**config.mk**
```make
export PLATFORM = sky130hd
export DESIGN_NAME = phold_core
export DESIGN_NICKNAME = d
export VERILOG_FILES = /design/src/verilog/phold_pkg.sv /design/src/verilog/hist_pkg.sv /design/src/verilog/event_fifo.sv /design/src/verilog/hist_port.sv /design/src/verilog/rollback_filter.sv /design/src/verilog/event_gen.sv /design/src/verilog/phold_core.sv
export SDC_FILE = /design/constraint.sdc
export NUM_CORES = 1
export LEC_CHECK = 0
export ABC_AREA = 1
export BUFFER_PORTS_ARGS = -buffer_cell sky130_fd_sc_hd__buf_2
export CAP_MARGIN = 20
export CORE_MARGIN = 3
export CORE_UTILIZATION = 45
export DETAILED_ROUTE_END_ITERATION = 6
export GPL_ROUTABILITY_DRIVEN = 0
export GPL_TIMING_DRIVEN = 0
export SYNTH_ARGS = -nofsm -noshare
export SYNTH_HDL_FRONTEND = slang
export SYNTH_HIERARCHICAL = 1
export SYNTH_SLANG_ARGS = --single-unit
```
**constraint.sdc**
```tcl
create_clock -name clk -period 8.2 [get_ports clk]
set_input_delay 0.41 -clock clk [delete_from_list [all_inputs] [get_ports clk]]
set_output_delay 0.41 -clock clk [all_outputs]
set_load 0.01 [all_outputs]
```
**src/verilog/phold_pkg.sv**
```systemverilog
// event message format and generation constants for the PHOLD core
package phold_pkg;

   localparam int TIME_W = 16;
   localparam int NB_LPID = 3;
   localparam int MSG_W = 32;
   localparam int NB_RND = 24;

   // minimum time advance of a generated event
   localparam int MIN_GAP = 10;
   // base processing delay in cycles
   localparam int FIXED_DELAY = 10;

   typedef logic [TIME_W-1:0] time_t;
   typedef logic [NB_LPID-1:0] lp_id_t;
   typedef logic [NB_RND-1:0] rnd_t;

   typedef enum logic {
      EVT_REGULAR = 1'b0,
      EVT_CANCEL  = 1'b1
   } evt_type_t;

   // final flag on top and time in the low bits
   typedef struct packed {
      logic                           is_final;
      logic [MSG_W-NB_LPID-TIME_W-3:0] pad;
      evt_type_t                      evt_type;
      lp_id_t                         target;
      time_t                          evt_time;
   } evt_msg_t;

endpackage

```
**src/verilog/hist_pkg.sv**
```systemverilog
// history entry layout and addressing
package hist_pkg;

   localparam int NB_HIST_DEPTH = 4;
   localparam int HIST_SLOTS = 2 ** NB_HIST_DEPTH;
   localparam int OFFSET_W = 7;
   localparam int HIST_W = 32;

   // entry count per LP, 0 to HIST_SLOTS
   typedef logic [NB_HIST_DEPTH:0] hist_cnt_t;
   // LP id on top of the slot number
   typedef logic [phold_pkg::NB_LPID+NB_HIST_DEPTH-1:0] hist_addr_t;
   typedef logic [OFFSET_W-1:0] offset_t;

   // offset is the distance from the entry time to the event it generated
   typedef struct packed {
      logic [HIST_W-phold_pkg::NB_LPID-OFFSET_W-phold_pkg::TIME_W-2:0] pad;
      phold_pkg::lp_id_t                                             target;
      offset_t                                                       offset;
      phold_pkg::evt_type_t                                          evt_type;
      phold_pkg::time_t                                              evt_time;
   } hist_entry_t;

endpackage

```
**src/verilog/event_fifo.sv**
```systemverilog
`timescale 1ns/1ns

// first-word-fall-through FIFO, head is visible on dout while not empty
module event_fifo #(
   parameter int WIDTH = 32,
   parameter int DEPTH = 16
) (
   input  logic             clk,
   input  logic             rst_n,
   input  logic             clear,
   input  logic             wr_en,
   input  logic [WIDTH-1:0] din,
   input  logic             rd_en,
   output logic [WIDTH-1:0] dout,
   output logic             empty,
   output logic             full
);

   localparam int AW = $clog2(DEPTH);

   logic [WIDTH-1:0] mem [DEPTH];
   // extra top bit tells full from empty
   logic [AW:0]      wr_ptr;
   logic [AW:0]      rd_ptr;

   assign empty = (wr_ptr == rd_ptr);
   assign full  = (wr_ptr[AW] != rd_ptr[AW]) && (wr_ptr[AW-1:0] == rd_ptr[AW-1:0]);
   assign dout  = mem[rd_ptr[AW-1:0]];

   always_ff @(posedge clk) begin
      if (!rst_n || clear) begin
         wr_ptr <= '0;
         rd_ptr <= '0;
      end else begin
         if (wr_en && !full) begin
            wr_ptr <= wr_ptr + 1'b1;
         end
         if (rd_en && !empty) begin
            rd_ptr <= rd_ptr + 1'b1;
         end
      end
   end

   always_ff @(posedge clk) begin
      if (wr_en && !full) begin
         mem[wr_ptr[AW-1:0]] <= din;
      end
   end

endmodule

```
**src/verilog/hist_port.sv**
```systemverilog
`timescale 1ns/1ns

// sequences history reads and writes over the request/grant port
module hist_port (
   input  logic                  clk,
   input  logic                  rst_n,
   input  phold_pkg::lp_id_t     lp,
   input  logic                  start_read,
   input  logic                  start_write,
   input  hist_pkg::hist_cnt_t   wr_count,
   input  hist_pkg::hist_entry_t wdata,
   input  logic                  hist_grant,
   output logic                  hist_rq,
   output logic                  hist_wr,
   output hist_pkg::hist_addr_t  hist_addr,
   output hist_pkg::hist_entry_t hist_wdata,
   output logic                  rd_valid,
   output logic                  pop,
   output logic                  done
);

   typedef enum logic [1:0] {
      HP_IDLE,
      HP_REQ,
      HP_WAIT
   } hp_state_t;

   hp_state_t           state;
   // stored entries per LP
   hist_pkg::hist_cnt_t size_tab [2 ** phold_pkg::NB_LPID];
   hist_pkg::hist_cnt_t cnt;
   hist_pkg::hist_cnt_t total;
   hist_pkg::hist_cnt_t start_total;
   logic                writing;

   assign start_total = start_write ? wr_count : size_tab[lp];
   assign rd_valid    = (state == HP_WAIT) && hist_grant && !writing;
   assign pop         = (state == HP_WAIT) && hist_grant && writing;

   always_ff @(posedge clk) begin
      if (!rst_n) begin
         state   <= HP_IDLE;
         cnt     <= '0;
         total   <= '0;
         writing <= 1'b0;
         hist_rq <= 1'b0;
         hist_wr <= 1'b0;
         done    <= 1'b0;
         for (int i = 0; i < 2 ** phold_pkg::NB_LPID; i++) begin
            size_tab[i] <= '0;
         end
      end else begin
         done <= 1'b0;
         case (state)
            HP_IDLE: begin
               cnt <= '0;
               if (start_read || start_write) begin
                  writing <= start_write;
                  total   <= start_total;
                  if (start_write) begin
                     size_tab[lp] <= wr_count;
                  end
                  // nothing to move, finish straight away
                  if (start_total == '0) begin
                     done <= 1'b1;
                  end else begin
                     state <= HP_REQ;
                  end
               end
            end
            HP_REQ: begin
               hist_rq <= 1'b1;
               hist_wr <= writing;
               state   <= HP_WAIT;
            end
            HP_WAIT: begin
               if (hist_grant) begin
                  hist_rq <= 1'b0;
                  hist_wr <= 1'b0;
                  cnt     <= cnt + 1'b1;
                  if (cnt == total - 1'b1) begin
                     state <= HP_IDLE;
                     done  <= 1'b1;
                  end else begin
                     state <= HP_REQ;
                  end
               end
            end
            default: state <= HP_IDLE;
         endcase
      end
   end

   // address and data captured as the request goes up
   always_ff @(posedge clk) begin
      if (state == HP_REQ) begin
         hist_addr  <= {lp, cnt[hist_pkg::NB_HIST_DEPTH-1:0]};
         hist_wdata <= wdata;
      end
   end

   a_req_hold: assert property (@(posedge clk) disable iff (!rst_n)
      hist_rq && !hist_grant |=> hist_rq && $stable(hist_addr) && $stable(hist_wdata));

endmodule

```
**src/verilog/rollback_filter.sv**
```systemverilog
`timescale 1ns/1ns

// sorts each history entry into drop, keep or rollback
module rollback_filter (
   input  logic                  clk,
   input  logic                  rst_n,
   input  logic                  clear,
   input  logic                  entry_valid,
   input  hist_pkg::hist_entry_t entry,
   input  phold_pkg::evt_type_t  cur_type,
   input  phold_pkg::time_t      cur_time,
   input  phold_pkg::time_t      gvt,
   output logic                  keep,
   output logic                  rollback,
   output logic                  discard_cur,
   output phold_pkg::evt_msg_t   cancel_msg,
   output logic                  cancel_valid
);

   logic expired;
   logic match;
   logic later;
   logic annihilate;

   always_comb begin
      // older than GVT, can never be rolled back
      expired = entry.evt_time < gvt;
      // only the first opposite-type pair annihilates
      match = (entry.evt_type != cur_type) && (entry.evt_time == cur_time) && !discard_cur;
      later = (cur_type == phold_pkg::EVT_REGULAR) &&
              (entry.evt_type == phold_pkg::EVT_REGULAR) &&
              (entry.evt_time > cur_time);
      annihilate = entry_valid && !expired && match;
      keep       = entry_valid && !expired && !match && !later;
      rollback   = entry_valid && !expired && !match && later;
   end

   always_ff @(posedge clk) begin
      if (!rst_n || clear) begin
         discard_cur  <= 1'b0;
         cancel_valid <= 1'b0;
      end else if (annihilate) begin
         discard_cur <= 1'b1;
         // a cancel undoes an event that already sent its successor
         if (cur_type == phold_pkg::EVT_CANCEL) begin
            cancel_valid <= 1'b1;
         end
      end
   end

   always_ff @(posedge clk) begin
      if (annihilate && cur_type == phold_pkg::EVT_CANCEL) begin
         cancel_msg          <= '0;
         cancel_msg.evt_type <= phold_pkg::EVT_CANCEL;
         cancel_msg.target   <= entry.target;
         cancel_msg.evt_time <= entry.evt_time + phold_pkg::time_t'(entry.offset);
      end
   end

endmodule

```
**src/verilog/event_gen.sv**
```systemverilog
`timescale 1ns/1ns

// successor event and random processing delay
module event_gen (
   input  logic                 clk,
   input  logic                 rst_n,
   input  logic                 load,
   input  phold_pkg::rnd_t      rnd,
   input  phold_pkg::time_t     cur_time,
   input  phold_pkg::lp_id_t    lp_mask,
   input  logic                 delay_run,
   output logic                 delay_done,
   output phold_pkg::time_t     new_time,
   output phold_pkg::lp_id_t    new_target,
   output hist_pkg::offset_t    new_offset
);

   // longest delay is FIXED_DELAY + 15
   logic [4:0] delay_lim;
   logic [4:0] delay_cnt;

   always_ff @(posedge clk) begin
      if (load) begin
         new_time   <= cur_time + phold_pkg::time_t'(phold_pkg::MIN_GAP) +
                       phold_pkg::time_t'(rnd[5:0]);
         new_offset <= hist_pkg::offset_t'(phold_pkg::MIN_GAP) + hist_pkg::offset_t'(rnd[5:0]);
         new_target <= rnd[8 +: phold_pkg::NB_LPID] & lp_mask;
         delay_lim  <= 5'(phold_pkg::FIXED_DELAY) + 5'(rnd[19:16]);
      end
   end

   always_ff @(posedge clk) begin
      if (!rst_n || !delay_run) begin
         delay_cnt <= '0;
      end else if (!delay_done) begin
         delay_cnt <= delay_cnt + 1'b1;
      end
   end

   // fires in the last cycle of the delay
   assign delay_done = delay_run && (delay_cnt == delay_lim - 1'b1);

endmodule

```
**src/verilog/phold_core.sv**
```systemverilog
`timescale 1ns/1ns

// one PHOLD processing core, one event in flight at a time
module phold_core (
   input  logic                  clk,
   input  logic                  rst_n,
   input  logic                  event_valid,
   input  phold_pkg::evt_msg_t   event_msg,
   input  phold_pkg::time_t      global_time,
   input  phold_pkg::rnd_t       random_in,
   input  phold_pkg::lp_id_t     lp_mask,
   input  logic                  ack,
   input  hist_pkg::hist_entry_t hist_rdata,
   input  logic                  hist_grant,
   output logic                  ready,
   output logic                  out_valid,
   output phold_pkg::evt_msg_t   out_msg,
   output logic                  hist_rq,
   output logic                  hist_wr,
   output hist_pkg::hist_addr_t  hist_addr,
   output hist_pkg::hist_entry_t hist_wdata
);

   typedef enum logic [2:0] {
      ST_IDLE,
      ST_READ_HIST,
      ST_PROC_DELAY,
      ST_GEN_EVT,
      ST_WRITE_HIST,
      ST_SEND_RBK,
      ST_SEND_FINAL
   } state_t;

   state_t                state;
   logic                  accept;
   logic                  rd_start;
   logic                  wr_start;
   logic                  hist_done;
   logic                  rd_valid;
   logic                  hist_pop;
   logic                  rd_vld_q;
   hist_pkg::hist_entry_t rd_entry;

   phold_pkg::lp_id_t     cur_lp;
   phold_pkg::evt_type_t  cur_type;
   phold_pkg::time_t      cur_time;
   phold_pkg::time_t      gvt;

   logic                  filt_keep;
   logic                  filt_rbk;
   logic                  discard_cur;
   logic                  cancel_valid;
   phold_pkg::evt_msg_t   cancel_msg;

   logic                  delay_done;
   phold_pkg::time_t      new_time;
   phold_pkg::lp_id_t     new_target;
   hist_pkg::offset_t     new_offset;

   logic                  push_retain;
   logic                  retain_full;
   logic                  rbk_full;
   logic                  rbk_empty;
   hist_pkg::hist_entry_t new_entry;
   hist_pkg::hist_entry_t retain_din;
   hist_pkg::hist_entry_t retain_dout;
   hist_pkg::hist_entry_t rbk_dout;
   hist_pkg::hist_cnt_t   retain_cnt;

   // high while the regular half of a rollback pair is pending
   logic                  pair_hi;
   logic                  load_msg;
   logic                  rbk_pop;
   phold_pkg::evt_msg_t   next_msg;
   phold_pkg::evt_msg_t   final_msg;
   phold_pkg::evt_msg_t   rbk_cncl_msg;
   phold_pkg::evt_msg_t   rbk_reg_msg;

   assign ready  = (state == ST_IDLE);
   assign accept = event_valid && ready;

   always_comb begin
      new_entry          = '0;
      new_entry.target   = new_target;
      new_entry.offset   = new_offset;
      new_entry.evt_type = cur_type;
      new_entry.evt_time = cur_time;
      retain_din  = (state == ST_GEN_EVT) ? new_entry : rd_entry;
      // new entry only if this event survived and there is room
      push_retain = filt_keep || (state == ST_GEN_EVT && !discard_cur && !retain_full);
   end

   // rollback pair, cancel of the sent successor then a replay of the entry
   always_comb begin
      rbk_cncl_msg          = '0;
      rbk_cncl_msg.evt_type = phold_pkg::EVT_CANCEL;
      rbk_cncl_msg.target   = rbk_dout.target;
      rbk_cncl_msg.evt_time = rbk_dout.evt_time + phold_pkg::time_t'(rbk_dout.offset);
      rbk_reg_msg           = '0;
      rbk_reg_msg.evt_type  = phold_pkg::EVT_REGULAR;
      rbk_reg_msg.target    = cur_lp;
      rbk_reg_msg.evt_time  = rbk_dout.evt_time;
   end

   always_comb begin
      // null message by default
      final_msg          = '0;
      final_msg.evt_type = phold_pkg::EVT_CANCEL;
      if (discard_cur) begin
         if (cancel_valid) begin
            final_msg = cancel_msg;
         end
      end else if (cur_type == phold_pkg::EVT_REGULAR) begin
         final_msg.evt_type = phold_pkg::EVT_REGULAR;
         final_msg.target   = new_target;
         final_msg.evt_time = new_time;
      end
      final_msg.is_final = 1'b1;

      load_msg = (state == ST_SEND_RBK) && !out_valid;
      next_msg = final_msg;
      if (!rbk_empty) begin
         next_msg = pair_hi ? rbk_reg_msg : rbk_cncl_msg;
      end
   end

   assign rbk_pop = (state == ST_SEND_RBK) && out_valid && ack && pair_hi;

   always_ff @(posedge clk) begin
      if (!rst_n) begin
         state      <= ST_IDLE;
         out_valid  <= 1'b0;
         pair_hi    <= 1'b0;
         rd_start   <= 1'b0;
         wr_start   <= 1'b0;
         rd_vld_q   <= 1'b0;
         retain_cnt <= '0;
      end else begin
         rd_start <= accept;
         wr_start <= (state == ST_GEN_EVT);
         rd_vld_q <= rd_valid;
         if (state == ST_IDLE) begin
            retain_cnt <= '0;
         end else if (push_retain) begin
            retain_cnt <= retain_cnt + 1'b1;
         end
         case (state)
            ST_IDLE:       if (accept) state <= ST_READ_HIST;
            ST_READ_HIST:  if (hist_done) state <= ST_PROC_DELAY;
            ST_PROC_DELAY: if (delay_done) state <= ST_GEN_EVT;
            ST_GEN_EVT:    state <= ST_WRITE_HIST;
            ST_WRITE_HIST: if (hist_done) state <= ST_SEND_RBK;
            ST_SEND_RBK: begin
               if (!out_valid) begin
                  out_valid <= 1'b1;
                  if (rbk_empty) begin
                     state <= ST_SEND_FINAL;
                  end
               end else if (ack) begin
                  out_valid <= 1'b0;
                  pair_hi   <= !pair_hi;
               end
            end
            ST_SEND_FINAL: begin
               if (ack) begin
                  out_valid <= 1'b0;
                  state     <= ST_IDLE;
               end
            end
            default: state <= ST_IDLE;
         endcase
      end
   end

   always_ff @(posedge clk) begin
      if (accept) begin
         cur_lp   <= event_msg.target;
         cur_type <= event_msg.evt_type;
         cur_time <= event_msg.evt_time;
         gvt      <= global_time;
      end
      if (rd_valid) begin
         rd_entry <= hist_rdata;
      end
      if (load_msg) begin
         out_msg <= next_msg;
      end
   end

   hist_port u_hist_port (
      .clk         (clk),
      .rst_n       (rst_n),
      .lp          (cur_lp),
      .start_read  (rd_start),
      .start_write (wr_start),
      .wr_count    (retain_cnt),
      .wdata       (retain_dout),
      .hist_grant  (hist_grant),
      .hist_rq     (hist_rq),
      .hist_wr     (hist_wr),
      .hist_addr   (hist_addr),
      .hist_wdata  (hist_wdata),
      .rd_valid    (rd_valid),
      .pop         (hist_pop),
      .done        (hist_done)
   );

   rollback_filter u_filter (
      .clk          (clk),
      .rst_n        (rst_n),
      .clear        (state == ST_IDLE),
      .entry_valid  (rd_vld_q),
      .entry        (rd_entry),
      .cur_type     (cur_type),
      .cur_time     (cur_time),
      .gvt          (gvt),
      .keep         (filt_keep),
      .rollback     (filt_rbk),
      .discard_cur  (discard_cur),
      .cancel_msg   (cancel_msg),
      .cancel_valid (cancel_valid)
   );

   event_gen u_event_gen (
      .clk        (clk),
      .rst_n      (rst_n),
      .load       (accept),
      .rnd        (random_in),
      .cur_time   (event_msg.evt_time),
      .lp_mask    (lp_mask),
      .delay_run  (state == ST_PROC_DELAY),
      .delay_done (delay_done),
      .new_time   (new_time),
      .new_target (new_target),
      .new_offset (new_offset)
   );

   event_fifo #(.WIDTH(hist_pkg::HIST_W), .DEPTH(hist_pkg::HIST_SLOTS)) retain_fifo (
      .clk   (clk),
      .rst_n (rst_n),
      .clear (state == ST_IDLE),
      .wr_en (push_retain),
      .din   (retain_din),
      .rd_en (hist_pop),
      .dout  (retain_dout),
      .empty (),
      .full  (retain_full)
   );

   event_fifo #(.WIDTH(hist_pkg::HIST_W), .DEPTH(hist_pkg::HIST_SLOTS)) rbk_fifo (
      .clk   (clk),
      .rst_n (rst_n),
      .clear (state == ST_IDLE),
      .wr_en (filt_rbk),
      .din   (rd_entry),
      .rd_en (rbk_pop),
      .dout  (rbk_dout),
      .empty (rbk_empty),
      .full  (rbk_full)
   );

   a_out_hold: assert property (@(posedge clk) disable iff (!rst_n)
      out_valid && !ack |=> out_valid && $stable(out_msg));

   a_no_overflow: assert property (@(posedge clk) disable iff (!rst_n)
      !(push_retain && retain_full) && !(filt_rbk && rbk_full));

endmodule

```
# Word level (Yosys, flattened, before mapping)
# Memory sizes are Yosys's and may differ from the RTL's. A register that Yosys moved wholly into a read port is not among the register bits.
# Cells that the tools add are included.
totals:
  register_bits: 213
  latch_bits: 0
  ram_bits: 1064
  romBits: 0
  out_inout_bits: 75
  n_memories: 3
mem_list:
  columns: ["memory", "words", "width", "read_ports", "rd_ports_with_merged_regs", "wr", "line", "rtl"]
  rows:
  - ["rbk_fifo.mem", 16, 32, 1, 1, 1, "event_fifo.sv:21", "logic [WIDTH-1:0] mem [DEPTH];"]
  - ["retain_fifo.mem", 16, 32, 1, 1, 1, "event_fifo.sv:21", null]
  - ["u_hist_port.size_tab", 8, 5, 1, 1, 8, "hist_port.sv:30", "hist_pkg::hist_cnt_t size_tab [2 ** phold_pkg::NB_LPID];"]
classes:
  addsub: 15
  mul: 0
  div_mod_pow: 0
  magnitude_cmp: 2
  eq_ne: 28
  shifts: 0
  n_mux: 51
  bitwise_logic: 4
  reduce_logical: 60
ops:
  columns: ["cell", "n"]
  rows:
  - ["two-way mux 20 bit", 3]
  - ["adder 5 x 1 -> 5 bit, second input constant", 7]
  - ["adder 16 x 7 -> 16 bit", 2]
  - ["two-way mux 32 bit", 1]
  - ["two-way mux 31 bit", 1]
  - ["logical AND 1 bit", 27]
  - ["two-way mux 3 bit", 9]
  - ["one-hot mux 3 bit (7 select lines)", 1]
  - ["== test 5 bit", 4]
  - ["two-way mux 1 bit", 20]
  - ["two-way mux 19 bit", 1]
  - ["adder 16 x 4 -> 16 bit, second input constant", 1]
  - ["adder 16 x 6 -> 16 bit", 1]
  - ["== test 16 bit", 1]
  - ["> comparator 16 bit", 1]
  - ["< comparator 16 bit", 1]
  - ["two-way mux 5 bit", 3]
  - ["logical NOT 1 bit", 13]
  - ["inequality test 2 bit, second input constant", 6]
  - ["two-way mux 11 bit", 1]
  - ["one-hot mux 5 bit (2 select lines)", 1]
  - ["AND reduction 2 bit", 5]
  - ["subtractor 5 x 1 -> 5 bit, second input constant", 2]
  - ["== test 3 bit, second input constant", 3]
  - ["other kinds (24)", 45]

# Depth between registers and ports, before layout
logic_depth:
  depth_word: 10
  depth_mapped: 20

# Cells and area by module
# Netlist, hierarchy kept.
by_module_without_submodules:
  columns: ["module", "instances", "cells_per_inst", "area_each_um2", "seq_area_each_um2"]
  rows:
  - ["event_fifo at rbk_fifo", 1, 1746, 22248.8, 15655.0]
  - ["event_fifo at retain_fifo", 1, 1743, 21710.8, 15655.0]
  - ["phold_core", 1, 519, 5136.2, 3263.1]
  - ["hist_port", 1, 370, 3987.6, 2692.6]
  - ["rollback_filter", 1, 256, 2090.8, 610.6]
  - ["event_gen", 1, 218, 2047.0, 1031.0]

# Worst setup path after synthesis
# Ideal clock, no wire load.
synth_timing:
  kind: "register to register"
  start: "register rd_entry[7] in the netlist's numbering"
  end: "memory rbk_fifo.mem[11][0] (enable)"
  setup_time_ns: 0.461
  arrival_time_ns: 4.278
  required_time_ns: 7.739
  setup_slack_ns: 3.461
  path_stages_with_launch: 11
  path_buffers: 0
  synth_period_minus_slack_ns: 4.739
  cell_sequence: "edfxtp_1 ha_1 nand2_1 o21a_1 nand2_1 nand2_1 a21boi_0 nand2_1 nor2_1 nand2_1 nor3_1"
synth_between:
  elab_chain_len: 9
synth_rtl:
  columns: ["element", "line", "rtl"]
  rows:
  - ["start: declaration", "phold_core.sv:42", "hist_pkg::hist_entry_t rd_entry;"]
  - ["start signal: assignment", "phold_core.sv:183", "rd_entry <= hist_rdata;"]
  - ["branches (longest 5 deep; another with < comparator 16 bit)", null, null]
  - ["logical AND 1 bit *", "rollback_filter.sv:35", "rollback = entry_valid && !expired && !match && later;"]
  - ["via filt_rbk", "phold_core.sv:50", "logic filt_rbk;"]
  - ["logical AND 1 bit *", "event_fifo.sv:45", "if (wr_en && !full) begin"]
  - ["two-way mux 1 bit *", "event_fifo.sv:45", null]
  - ["two-way mux 1 bit (not written as such) *", "event_fifo.sv:46", "mem[wr_ptr[AW-1:0]] <= din;"]
  - ["end: declaration", "event_fifo.sv:21", null]
# Mark *: on every way through the listed nets, which the timed path passes.

# Final worst setup path
layout_timing:
  start: "register rd_entry[0] in the netlist's numbering"
  end: "memory rbk_fifo.mem[15][26] (enable)"
# Same word-level chain as after synthesis.

==> flow_metrics.env <==
export IMPL_status="complete, but fails checks"
export IMPL_violations="design-rule violations"
export IMPL_cts_sinks=1221
export IMPL_drtIter0Drc=4021
export IMPL_io_buffers=163
export IMPL_reg2reg_slack_ps=3500
export IMPL_rows=125
export IMPL_hp_class="in -> reg"
export IMPL_grt_pass1_wl_um=225000
export IMPL_finalCriticalPeriod_ps=4700
export IMPL_critPathKind="reg -> reg"
export IMPL_fill_cells=9880
export IMPL_max_freq_ghz=0.213
export IMPL_drt_total_wl_um=153000
export IMPL_drc=2
export IMPL_post_route_util=0.534
export IMPL_end_kind="register"
export IMPL_p_leak_uw=0.0231
export IMPL_cts_buffer_depth=3
export IMPL_relSlewSlack=0.214
export IMPL_grt_ovfl_total=0
export IMPL_io_pins=187
export IMPL_netlist_area_um2=53300
export IMPL_grtUsageTotal=0.249
export IMPL_vias=36200
export IMPL_fin_tns_setup_ps=0
export IMPL_finalSetupViolations=0
export IMPL_critPathLaunchType="register"
export IMPL_layout_nets=5197
export IMPL_required_ps=8630
export IMPL_cts_root_buffer="clkbuf_16"
export IMPL_drive_above_1_share=0.150
export IMPL_cts_tree="built"
export IMPL_antenna_found_initial=9
export IMPL_syn_avg_cell_area_um2=11.7
export IMPL_vias_per_cell=5.45
export IMPL_die_w_um=350
export IMPL_grt_max_degree=32
export IMPL_area_growth_pct=17.0
export IMPL_core_area_um2=117000
export IMPL_ir_worst_vdd_mv=0.202
export IMPL_die_y_um=350
export IMPL_path_clk_slew_ps=60
export IMPL_max_cap_viol_count=0
export IMPL_grt_pass1_vias=34800
export IMPL_syn_inst=4568
export IMPL_ant_nets=0
export IMPL_fin_crit_sh=0.573
export IMPL_hold_violations=0
export IMPL_clock_latency_ps=750
export IMPL_rsz0062_at_grt="false"
export IMPL_die_area_um2=123000
export IMPL_yosysWarnings=6
export IMPL_tightest_slew_ps=1180
export IMPL_htreeDepth=4
export IMPL_slew_viol_final=0
export IMPL_finClkSkew_ps=42.5
export IMPL_post_cts_resized=0
export IMPL_initial_core_util=0.457
export IMPL_firstDrtPassIters=7
export IMPL_wl_per_cell_um=23.0
export IMPL_hpwl_um=104000
export IMPL_p_per_area_nw_per_um2=233
export IMPL_cp_max_fo=19
export IMPL_cts_buffers_inserted=134
export IMPL_arrival_ps=5130
[final timing paths]
kind,cells past startpoint,start,to
worst min-delay path,3,random_in[5],u_event_gen/new_offset[6]
worst max register to register,14,rd_entry[0],rbk_fifo/mem[15][26]
worst min register to register,2,u_filter/cancel_valid,u_filter/cancel_valid
worst max-delay path,14,rd_entry[0],rbk_fifo/mem[15][26]
[routing by layer]
layer / part of all wire / wire length (um) / GRT usage / vias up
met2: 0.44 / 67400 / 0.381 / 1650
met3: 0.093 / 14200 / 0.0482 / 235
met1: 0.44 / 66900 / 0.363 / 17600
met4: 0.028 / 4210 / 0.0699 / 8
met5: 0.00035 / 53 / 0 / -
li1: - / - / - / 16700
[sequential cells by signal, summed over array words and instances, names as in the netlist, 19 cells and up, named ones only]
name                    cells
u_hist_port/size_tab       40
u_filter/cancel_msg        19
rbk_fifo/mem              416
rd_entry                   32
retain_fifo/mem           512
u_hist_port/hist_wdata     32
out_msg                    32
[cell usage in the layout (no fill, tap or decap), types with 7 or more instances in the layout]
| cell type | n |
|---|---|
| buf_12 | 15 |
| nand4_1 | 11 |
| clkbuf_1 | 109 |
| bufinv_16 | 9 |
| inv_6 | 8 |
| inv_2 | 16 |
| clkinv_1 | 21 |
| nor2_2 | 16 |
| xnor2_1 | 17 |
| buf_8 | 7 |
| edfxtp_1 | 1157 |
| nor3_1 | 12 |
| nand3_1 | 446 |
| inv_1 | 672 |
| clkbuf_16 | 137 |
| o21ai_0 | 99 |
| a21oi_2 | 101 |
| nor2_4 | 36 |
| nor2_1 | 180 |
| conb_1 | 12 |
| o211ai_2 | 16 |
| o21ai_1 | 169 |
| dfxtp_1 | 64 |
| a21oi_1 | 200 |
| nand2_2 | 13 |
| a22oi_1 | 17 |
| buf_1 | 20 |
| nand2_1 | 697 |
| ha_1 | 75 |
| dlygate4sd3_1 | 84 |
| buf_4 | 26 |
| buf_6 | 79 |
| buf_2 | 216 |
| buf_16 | 21 |
| o211ai_1 | 221 |
| xor2_1 | 28 |
| clkinv_2 | 17 |
[power breakdown]
group	internal (uW)	switching, uW	total (uW)
Sequential	7240	182	7420
Combinational	387	876	1260
Clock	3390	2440	5830
[per-stage QoR]
| stage | total power, uW | setup WS (ps) | hold slack [ps] | cell area [um^2] | cells |
|---|---|---|---|---|---|
| detailed placement | 8740 | 3500 | 450 | 57200 | 6304 |
| CTS | 14600 | 3460 | 13.6 | 62200 | 6629 |
| global route | 15000 | 3190 | 42.4 | 62400 | 6638 |
| finish | 14500 | 3500 | 50.2 | 62400 | 6640 |
| global placement | 8690 | 751 | 442 | 56100 | 6265 |
| floorplan | 8190 | 3890 | 428 | 53400 | 4578 |
[final cells by class]
class / instances / area [um^2] / area share
inverters: 692 / 2610 / 0.0417
flip-flops and latches: 1221 / 36000 / 0.577
multi-input cells: 2419 / 13300 / 0.213
diodes: 4 / 10.0 / 0.000160
clock inverters: 58 / 583 / 0.00934
repair buffers: 293 / 2650 / 0.0425
well taps: 1524 / 1910 / 0.0306
clock buffers: 183 / 3620 / 0.0580
plain buffers: 246 / 1690 / 0.0271
[timing repair]
action | CTS | global route
setup buffers | 0 | 0
hold buffers | 84 | 0
endpoints found under the hold margin | 84 | 0
[critical path, cell delays in order (launching register included)]
cell and delay, ps:
edfxtp_1 1050, inv_1 340, ha_1 290, inv_1 50, a21oi_1 50, o21ai_0 170, a21oi_1 80, o21ai_0 220
nand2_1 80, nor2_1 520, nand2_1 310, nor2_1 300, nand2_1 190, inv_1 490, buf_16 230
(Power assumes the default switching activity.)
